--- src/common/merge_defs.svh ---
// Build-time constants for the two-way record merge unit.
// Include wherever a width, a depth or the network latency is needed.
`ifndef MERGE_DEFS_SVH
`define MERGE_DEFS_SVH

// Record fields.
`define MG_KEY_W 16
`define MG_DATA_W 16

// Records per block, sorted ascending within the block.
`define MG_BLOCK_N 4

// Input FIFO depth in blocks, also the initial credit count of a source.
`define MG_FIFO_DEPTH 4
`define MG_CREDIT_W 4

// Cycles from a merge issue to the valid result.
`define MG_NET_LAT 3

`endif
--- src/common/merge_pkg.sv ---
// Shared types of the merge unit: records, blocks, credits and controller states.
// Modules import this package inside their bodies.
`include "merge_defs.svh"

package merge_pkg;

   typedef logic [`MG_KEY_W-1:0] key_t;
   typedef logic [`MG_DATA_W-1:0] payload_t;
   typedef logic [`MG_CREDIT_W-1:0] credit_t;

   // Key sits in the upper bits so a record compares by key first.
   typedef struct packed {
      key_t     key;
      payload_t payload;
   } record_t;

   // Record 0 holds the smallest key of the block.
   typedef struct packed {
      record_t [`MG_BLOCK_N-1:0] rec;
      logic                      last;
   } block_t;

   typedef enum logic [2:0] {
      ST_IDLE,
      ST_LOAD,
      ST_RUN,
      ST_FLUSH,
      ST_WAIT_RESULT
   } ctrl_state_t;

endpackage

--- src/hw/stream_merger_top.sv ---
// Top level of the streaming two-way merge unit.
// Two credit-controlled input FIFOs feed the controller, which drives the
// bitonic merge network; the network's lower half is the output stream.
`timescale 1ns/1ps

module stream_merger_top (
   input  logic              i_clk,
   input  logic              i_rst,
   input  logic              i_a_valid,
   input  merge_pkg::block_t i_a_block,
   output logic              o_a_credit,
   input  logic              i_b_valid,
   input  merge_pkg::block_t i_b_block,
   output logic              o_b_credit,
   input  logic              i_out_credit,
   output logic              o_out_valid,
   output merge_pkg::block_t o_out_block
);
   import merge_pkg::*;

   block_t a_head;
   block_t b_head;
   block_t fb_block;
   block_t sel_block;
   block_t res_lo;
   block_t res_hi;
   logic   a_empty;
   logic   b_empty;
   logic   a_pop;
   logic   b_pop;
   logic   issue;
   logic   issue_last;
   logic   res_last;

   block_fifo u_fifo_a (
      .i_clk    (i_clk),
      .i_rst    (i_rst),
      .i_valid  (i_a_valid),
      .i_block  (i_a_block),
      .i_pop    (a_pop),
      .o_block  (a_head),
      .o_empty  (a_empty),
      .o_credit (o_a_credit)
   );

   block_fifo u_fifo_b (
      .i_clk    (i_clk),
      .i_rst    (i_rst),
      .i_valid  (i_b_valid),
      .i_block  (i_b_block),
      .i_pop    (b_pop),
      .o_block  (b_head),
      .o_empty  (b_empty),
      .o_credit (o_b_credit)
   );

   merge_control u_control (
      .i_clk        (i_clk),
      .i_rst        (i_rst),
      .i_a_block    (a_head),
      .i_a_empty    (a_empty),
      .i_b_block    (b_head),
      .i_b_empty    (b_empty),
      .o_a_pop      (a_pop),
      .o_b_pop      (b_pop),
      .i_out_credit (i_out_credit),
      .i_res_valid  (o_out_valid),
      .i_res_hi     (res_hi),
      .o_issue      (issue),
      .o_issue_last (issue_last),
      .o_fb_block   (fb_block),
      .o_sel_block  (sel_block)
   );

   bitonic_merge_network u_network (
      .i_clk      (i_clk),
      .i_rst      (i_rst),
      .i_valid    (issue),
      .i_last     (issue_last),
      .i_blk_a    (fb_block),
      .i_blk_b    (sel_block),
      .o_valid    (o_out_valid),
      .o_last     (res_last),
      .o_lo_block (res_lo),
      .o_hi_block (res_hi)
   );

   // The last flag of the merged stream comes from the flush merge.
   always_comb begin
      o_out_block      = res_lo;
      o_out_block.last = res_last;
   end

endmodule

--- src/hw/merge_control.sv ---
// Controller of the two-way merge: chooses the next input block, keeps the
// feedback block, counts output credits and issues one merge at a time.
// A job ends with a flush merge against an all-ones sentinel block.
`timescale 1ns/1ps

module merge_control (
   input  logic              i_clk,
   input  logic              i_rst,
   input  merge_pkg::block_t i_a_block,
   input  logic              i_a_empty,
   input  merge_pkg::block_t i_b_block,
   input  logic              i_b_empty,
   output logic              o_a_pop,
   output logic              o_b_pop,
   input  logic              i_out_credit,
   input  logic              i_res_valid,
   input  merge_pkg::block_t i_res_hi,
   output logic              o_issue,
   output logic              o_issue_last,
   output merge_pkg::block_t o_fb_block,
   output merge_pkg::block_t o_sel_block
);
   import merge_pkg::*;

   localparam block_t SENTINEL = '{rec: '1, last: 1'b0};

   ctrl_state_t state_q;
   ctrl_state_t state_d;
   block_t      fb_q;
   block_t      head;
   credit_t     cred_q;
   logic        a_done_q;
   logic        b_done_q;
   logic        flush_q;
   logic        can_sel;
   logic        pick_a;
   logic        take;
   logic        have_cred;

   assign have_cred = (cred_q != '0);

   // Each stream must show a head block or be finished before a choice is made.
   assign can_sel = (!i_a_empty || a_done_q) && (!i_b_empty || b_done_q) &&
                    !(a_done_q && b_done_q);
   // Ties go to A.
   assign pick_a = !a_done_q &&
                   (b_done_q || i_a_block.rec[0].key <= i_b_block.rec[0].key);
   assign head = pick_a ? i_a_block : i_b_block;

   always_comb begin
      state_d      = state_q;
      take         = 1'b0;
      o_issue      = 1'b0;
      o_issue_last = 1'b0;
      o_sel_block  = head;
      case (state_q)
         ST_IDLE: begin
            if (!i_a_empty || !i_b_empty) begin
               state_d = ST_LOAD;
            end
         end
         ST_LOAD: begin
            if (can_sel) begin
               take    = 1'b1;
               state_d = ST_RUN;
            end
         end
         ST_RUN: begin
            if (a_done_q && b_done_q) begin
               state_d = ST_FLUSH;
            end else if (can_sel && have_cred) begin
               take    = 1'b1;
               o_issue = 1'b1;
               state_d = ST_WAIT_RESULT;
            end
         end
         ST_FLUSH: begin
            o_sel_block = SENTINEL;
            if (have_cred) begin
               o_issue      = 1'b1;
               o_issue_last = 1'b1;
               state_d      = ST_WAIT_RESULT;
            end
         end
         ST_WAIT_RESULT: begin
            if (i_res_valid) begin
               state_d = flush_q ? ST_IDLE : ST_RUN;
            end
         end
         default: state_d = ST_IDLE;
      endcase
   end

   assign o_a_pop    = take && pick_a;
   assign o_b_pop    = take && !pick_a;
   assign o_fb_block = fb_q;

   always_ff @(posedge i_clk) begin
      if (i_rst) begin
         state_q  <= ST_IDLE;
         a_done_q <= 1'b0;
         b_done_q <= 1'b0;
         flush_q  <= 1'b0;
         cred_q   <= '0;
      end else begin
         state_q <= state_d;
         if (state_q == ST_IDLE) begin
            a_done_q <= 1'b0;
            b_done_q <= 1'b0;
            flush_q  <= 1'b0;
         end
         if (o_a_pop && i_a_block.last) begin
            a_done_q <= 1'b1;
         end
         if (o_b_pop && i_b_block.last) begin
            b_done_q <= 1'b1;
         end
         if (o_issue_last) begin
            flush_q <= 1'b1;
         end
         if (i_out_credit && !o_issue) begin
            cred_q <= cred_q + 1'b1;
         end else if (!i_out_credit && o_issue) begin
            cred_q <= cred_q - 1'b1;
         end
      end
   end

   // The upper half of each merge result becomes the next feedback.
   always_ff @(posedge i_clk) begin
      if (take && state_q == ST_LOAD) begin
         fb_q <= head;
      end else if (state_q == ST_WAIT_RESULT && i_res_valid) begin
         fb_q <= i_res_hi;
      end
   end

endmodule

--- src/hw/block_fifo.sv ---
// Input block FIFO of the merge unit with credit return.
// The head block is visible without a read cycle; o_credit pulses the
// cycle after each pop and gives the sender one credit back.
`timescale 1ns/1ps
`include "merge_defs.svh"

module block_fifo (
   input  logic              i_clk,
   input  logic              i_rst,
   input  logic              i_valid,
   input  merge_pkg::block_t i_block,
   input  logic              i_pop,
   output merge_pkg::block_t o_block,
   output logic              o_empty,
   output logic              o_credit
);
   import merge_pkg::*;

   localparam int IDX_W = $clog2(`MG_FIFO_DEPTH);

   block_t mem [`MG_FIFO_DEPTH];

   // One extra pointer bit tells full from empty.
   logic [IDX_W:0] wr_ptr;
   logic [IDX_W:0] rd_ptr;
   logic           do_pop;

   assign o_empty = (wr_ptr == rd_ptr);
   assign do_pop  = i_pop && !o_empty;
   assign o_block = mem[rd_ptr[IDX_W-1:0]];

   always_ff @(posedge i_clk) begin
      if (i_valid) begin
         mem[wr_ptr[IDX_W-1:0]] <= i_block;
      end
   end

   always_ff @(posedge i_clk) begin
      if (i_rst) begin
         wr_ptr   <= '0;
         rd_ptr   <= '0;
         o_credit <= 1'b0;
      end else begin
         o_credit <= do_pop;
         if (i_valid) begin
            wr_ptr <= wr_ptr + 1'b1;
         end
         if (do_pop) begin
            rd_ptr <= rd_ptr + 1'b1;
         end
      end
   end

endmodule

--- src/hw/bitonic_merger/bitonic_merge_network.sv ---
// Three-stage bitonic merger for two ascending four-record blocks.
// The eight sorted records leave as a lower and an upper block, with valid
// and last delayed alongside by the network latency.
`timescale 1ns/1ps
`include "merge_defs.svh"

module bitonic_merge_network (
   input  logic              i_clk,
   input  logic              i_rst,
   input  logic              i_valid,
   input  logic              i_last,
   input  merge_pkg::block_t i_blk_a,
   input  merge_pkg::block_t i_blk_b,
   output logic              o_valid,
   output logic              o_last,
   output merge_pkg::block_t o_lo_block,
   output merge_pkg::block_t o_hi_block
);
   import merge_pkg::*;

   localparam int LANES = 2 * `MG_BLOCK_N;

   record_t st1 [LANES];
   record_t st2 [LANES];
   record_t st3 [LANES];

   logic [`MG_NET_LAT-1:0] vld_sr;
   logic [`MG_NET_LAT-1:0] last_sr;

   genvar i;
   genvar h;

   // Stage one pairs A ascending with B reversed. Both halves come out
   // bitonic and every lower lane is below every upper lane.
   for (i = 0; i < 4; i++) begin : g_stage1
      compare_swap u_cs (
         .i_clk (i_clk),
         .i_rst (i_rst),
         .i_lo  (i_blk_a.rec[i]),
         .i_hi  (i_blk_b.rec[3-i]),
         .o_lo  (st1[i]),
         .o_hi  (st1[4+i])
      );
   end

   // Half-cleaners at distance 2, then at distance 1, within each half.
   for (h = 0; h < 2; h++) begin : g_half
      for (i = 0; i < 2; i++) begin : g_lane
         compare_swap u_cs2 (
            .i_clk (i_clk),
            .i_rst (i_rst),
            .i_lo  (st1[4*h+i]),
            .i_hi  (st1[4*h+i+2]),
            .o_lo  (st2[4*h+i]),
            .o_hi  (st2[4*h+i+2])
         );
         compare_swap u_cs3 (
            .i_clk (i_clk),
            .i_rst (i_rst),
            .i_lo  (st2[4*h+2*i]),
            .i_hi  (st2[4*h+2*i+1]),
            .o_lo  (st3[4*h+2*i]),
            .o_hi  (st3[4*h+2*i+1])
         );
      end
   end

   always_ff @(posedge i_clk) begin
      if (i_rst) begin
         vld_sr  <= '0;
         last_sr <= '0;
      end else begin
         vld_sr  <= {vld_sr[`MG_NET_LAT-2:0], i_valid};
         last_sr <= {last_sr[`MG_NET_LAT-2:0], i_last};
      end
   end

   assign o_valid = vld_sr[`MG_NET_LAT-1];
   assign o_last  = last_sr[`MG_NET_LAT-1];

   always_comb begin
      for (int k = 0; k < `MG_BLOCK_N; k++) begin
         o_lo_block.rec[k] = st3[k];
         o_hi_block.rec[k] = st3[`MG_BLOCK_N+k];
      end
      o_lo_block.last = 1'b0;
      o_hi_block.last = 1'b0;
   end

endmodule

--- src/hw/bitonic_merger/compare_swap.sv ---
// Registered compare-and-swap cell of the bitonic merger.
// o_lo gets the record with the smaller key one cycle after the inputs.
`timescale 1ns/1ps

module compare_swap (
   input  logic              i_clk,
   input  logic              i_rst,
   input  merge_pkg::record_t i_lo,
   input  merge_pkg::record_t i_hi,
   output merge_pkg::record_t o_lo,
   output merge_pkg::record_t o_hi
);

   // Equal keys keep their lanes.
   always_ff @(posedge i_clk) begin
      if (i_rst) begin
         o_lo <= '0;
         o_hi <= '0;
      end else if (i_lo.key > i_hi.key) begin
         o_lo <= i_hi;
         o_hi <= i_lo;
      end else begin
         o_lo <= i_lo;
         o_hi <= i_hi;
      end
   end

endmodule

--- config.mk ---
export PLATFORM = sky130hd
export DESIGN_NAME = stream_merger_top
export DESIGN_NICKNAME = d
export VERILOG_FILES = /design/src/common/merge_pkg.sv /design/src/hw/stream_merger_top.sv /design/src/hw/merge_control.sv /design/src/hw/block_fifo.sv /design/src/hw/bitonic_merger/bitonic_merge_network.sv /design/src/hw/bitonic_merger/compare_swap.sv
export VERILOG_INCLUDE_DIRS = /design/src /design/src/common
export SDC_FILE = /design/constraint.sdc
export NUM_CORES = 2
export LEC_CHECK = 0
export BUFFER_PORTS_ARGS = -buffer_cell sky130_fd_sc_hd__buf_2
export CORE_MARGIN = 3
export CORE_UTILIZATION = 30
export CTS_CLUSTER_DIAMETER = 30
export DETAILED_ROUTE_END_ITERATION = 6
export PLACE_DENSITY = 0.53
export SLEW_MARGIN = 20
export SYNTH_ARGS = -nofsm -noshare
export SYNTH_HDL_FRONTEND = slang
export SYNTH_SLANG_ARGS = --single-unit
--- constraint.sdc ---
create_clock -name i_clk -period 8.95 [get_ports i_clk]
set_input_delay 1.79 -clock i_clk [delete_from_list [all_inputs] [get_ports i_clk]]
set_output_delay 1.79 -clock i_clk [all_outputs]
set_load 0.005 [all_outputs]
==> results.yml <==
power:
  p_clk_frac: 0.432
  p_int_uw: 25700
  pwr-share-seq: 0.324
  power_leakage_uw: 0.0386
  peakVddDrop_uv: 254
  powerDensity_nw_per_um2: 370
  p_comb_frac: 0.244
  swShare: 0.327
  power.switching_uw: 12500
run_status:
  run_status: "finished clean"
yosys:
  yosysTopAreaCell: "edfxtp_1"
  yosys_most_used_dff: "edfxtp_1"
  synth_nets: 6870
  avgSynthCellArea_sq_um: 12.9
  synth-async-reset-ratio: 0
  ys_top_cells_by_area: "edfxtp_1 (42%), dfxtp_1 (20%), mux4_2 (7.1%)"
  yosys_warnings: 0
  synthesis.area_sq_um: 82100
  yosysSeqAreaShare: 0.619
  synth_edf_count: 1160
  synth_cell_types: 65
  syn_inst: 6385
  synth.top_cell.area_share: 0.424
  synth-seq-cells: 1962
timing:
  slew_headroom: 0.180
  hold_viol_final: 0
  tightest_slew_ns: 1.23
  clock.fmax_mhz: 142
  period_needed_ns: 7.02
  rsz0062_at_grt: "no"
  fin_skew_ns: 0.0799
  tns_ns: 0
  finalSetupViolCount: 0
  final.setup.worst_slack_ns: 1.93
  fin_crit_sh: 0.785
  drv_slew: 0
place:
  port_buffers: 394
  numPlacedInstances: 9962
  placed_area_sq_um: 87900
  dp_slack_ns: 1.91
  hpwlAfterDp_mm: 187
  gp_congestion: 0.901
layout:
  final_common_cell: "edfxtp_1"
  finalNonFillerCells: 10800
  drive_gt1_frac: 0.241
  design_area_sq_um: 103000
  area_delta_synth_final_pct: 25.9
  mostFrequentLayoutCells: "edfxtp_1 (1160), a21oi_1 (798), dfxtp_1 (798), inv_1 (619), nor2_1 (551)"
  fin_nets: 7302
  fill_cells: 25500
  fin_util: 0.381
routing:
  drt-vias-per-instance: 5.24
  drc_errors: 0
  wire_per_inst_microns: 25.1
  ant_nets: 0
  via_count: 56600
  dr.pass1.iters: 6
  drt_iter0_drc: 6257
  drt-total-wl_mm: 271
floorplanning:
  initial_utilization: 0.302
  core_area_sq_um: 272000
  die_h_microns: 529
  die_w_microns: 529
  rows: 191
  io_pins: 395
  dieArea_sq_um: 280000
cts:
  htreeDepth: 5
  cts.sinks: 1962
  cts_tree: "built"
  cts_hold_buffers: 0
  postCtsSetupBuffers: 0
  path_clk_slew_ns: 0.05
  cts_buffers: 422
  postCtsResizedCells: 0
  root_buffer: "clkbuf_16"
  clock_latency_ns: 0.93
  clock_path_buffers: 4
setup_path:
  slowest_stage: "dfxtp_4"
  arrival_ns: 7.74
  crit_cells: 17
  setup.worst_path.end_class: "register"
  path_buf_inv: 4
  cpLargestDelayFamily: "simple AND/OR/NAND/NOR gates"
  path_cells: "mux4_2 > ha_1 > nand4_1 > nor4_1 > o21ai_2 > buf_4 > o31ai_4 > buf_12 > buf_12 > a221oi_1 > ha_1 > nand4_1 > nor4_4 > a21oi_2 > nor2_2 > buf_4 > a221oi_1"
  path_max_fanout: 49
  cp.required_ns: 9.67
  startpoint_type: "register"
  critPathKind: "register to register"
  critPathMaxStageDelay_ns: 0.76
  reg2reg_depth: 17
grt:
  antenna_found_initial: 105
  grt_max_degree: 225
  gr-total-overflow: 0
  grt_pass1_vias: 54700
  grtUsageTotal: 0.186
  grt_pass1_wl_mm: 387
job:
  max-cap-violations: 0
worst_hold_path:
  hp-class: "register to register"
  hold_depth: 1
## power groups by stage
| stage | registers, uW | clock network [uW] | logic (uW) |
|---|---|---|---|
| after floorplan | 11800 | 0 | 6190 |
| after global placement | 12500 | 0 | 9060 |
| after detailed placement | 12500 | 0 | 9170 |
| after CTS | 12300 | 16800 | 9240 |
| after global routing | 12500 | 17200 | 10100 |
| final | 12400 | 16500 | 9320 |
## area by class of cell
cell class | instances | area, sq um | share of cell area
Multi-Input combinational cell | 3311 | 27400 | 0.265
Inverter | 620 | 2330 | 0.0225
Timing Repair Buffer | 500 | 2860 | 0.0277
Clock buffer | 501 | 11300 | 0.110
Tap cell | 3570 | 4470 | 0.0432
Clock inverter | 293 | 4090 | 0.0396
Sequential cell | 1962 | 50900 | 0.492
Antenna cell | 32 | 80.1 | 0.000774
## cells in the mapped netlist, drive strengths merged, types with 6 or more instances
cell type / n
edfxtp: 1160
a21oi: 802
dfxtp: 802
inv: 620
nor2: 561
clkbuf: 411
a311o: 383
mux4: 258
ha: 221
a221oi: 215
o21ai: 148
a31o: 127
o31ai: 91
mux2i: 87
buf: 81
and2: 69
nand4: 52
a22oi: 46
nand2: 43
a21o: 25
nand3: 20
nor3: 20
nor2b: 18
o21a: 17
a211oi: 10
o311ai: 9
nand2b: 8
nor4: 8
xor2: 8
a21boi: 7
a31oi: 7
or3: 7
o211a: 6
o211ai: 6
xnor2: 6
## worst reg2reg max path, cell delays in order, from the launching register on
cell and delay [ns]:
dfxtp_4 0.76, mux4_2 0.63, ha_1 0.31, nand4_1 0.24
nor4_1 0.43, o21ai_2 0.07, buf_4 0.27, o31ai_4 0.27
buf_12 0.35, buf_12 0.38, a221oi_1 0.23, ha_1 0.41
nand4_1 0.19, nor4_4 0.69, a21oi_2 0.31, nor2_2 0.76
buf_4 0.38, a221oi_1 0.15
## logic make-up after synthesis
group | count (synthesis) | share of synthesized area
DFF | 1962 | 0.619
AOI/OAI and AO/OA | 1913 | 0.167
buffers and inverters | 1112 | 0.0523
and+or+nand+nor | 817 | 0.0447
muxes | 345 | 0.0813
adders and majority gates | 222 | 0.0339
xor gates and xnor gates | 14 | 0.00149
## through the flow
stage	power [uW]	hold slack (ns)
floorplan	18000	0.414
global placement	21500	0.427
detailed placement	21600	0.426
CTS	38300	0.436
global route	39900	0.452
finish	38200	0.439
## state kept, by name, summed over array words and instances (netlist names), 128 cells and up, named ones only
| name | count |
|---|---|
| u_network.g_half.g_lane.u_cs2.o_hi | 128 |
| u_fifo_b.mem | 516 |
| u_fifo_a.mem | 516 |
| u_network.g_half.g_lane.u_cs3.o_lo | 128 |
| u_control.o_fb_block | 128 |
| u_network.g_stage1.u_cs.o_lo | 128 |
| u_network.g_half.g_lane.u_cs3.o_hi | 128 |
| u_network.g_stage1.u_cs.o_hi | 128 |
| u_network.g_half.g_lane.u_cs2.o_lo | 128 |
## final timing paths
| check | from | end | slack, ns |
|---|---|---|---|
| max | register | u_network.g_stage1[2].u_cs.o_lo[5] | 1.93 |
| min | u_network.vld_sr[1] | u_network.vld_sr[2] | 0.44 |
| max reg2reg | register | u_network.g_stage1[2].u_cs.o_lo[5] | 1.93 |
| min reg2reg | u_network.vld_sr[1] | u_network.vld_sr[2] | 0.44 |
## per-layer routing
layer  vias up  global-route usage  wire [microns]
li1      25300                   -               -
met1     28300               0.272          125000
met2      2369               0.259          111000
met3       466              0.0656           28000
met4        80              0.0494            6360
met5         -                   0             486
Power figures use the tool's default switching activity.
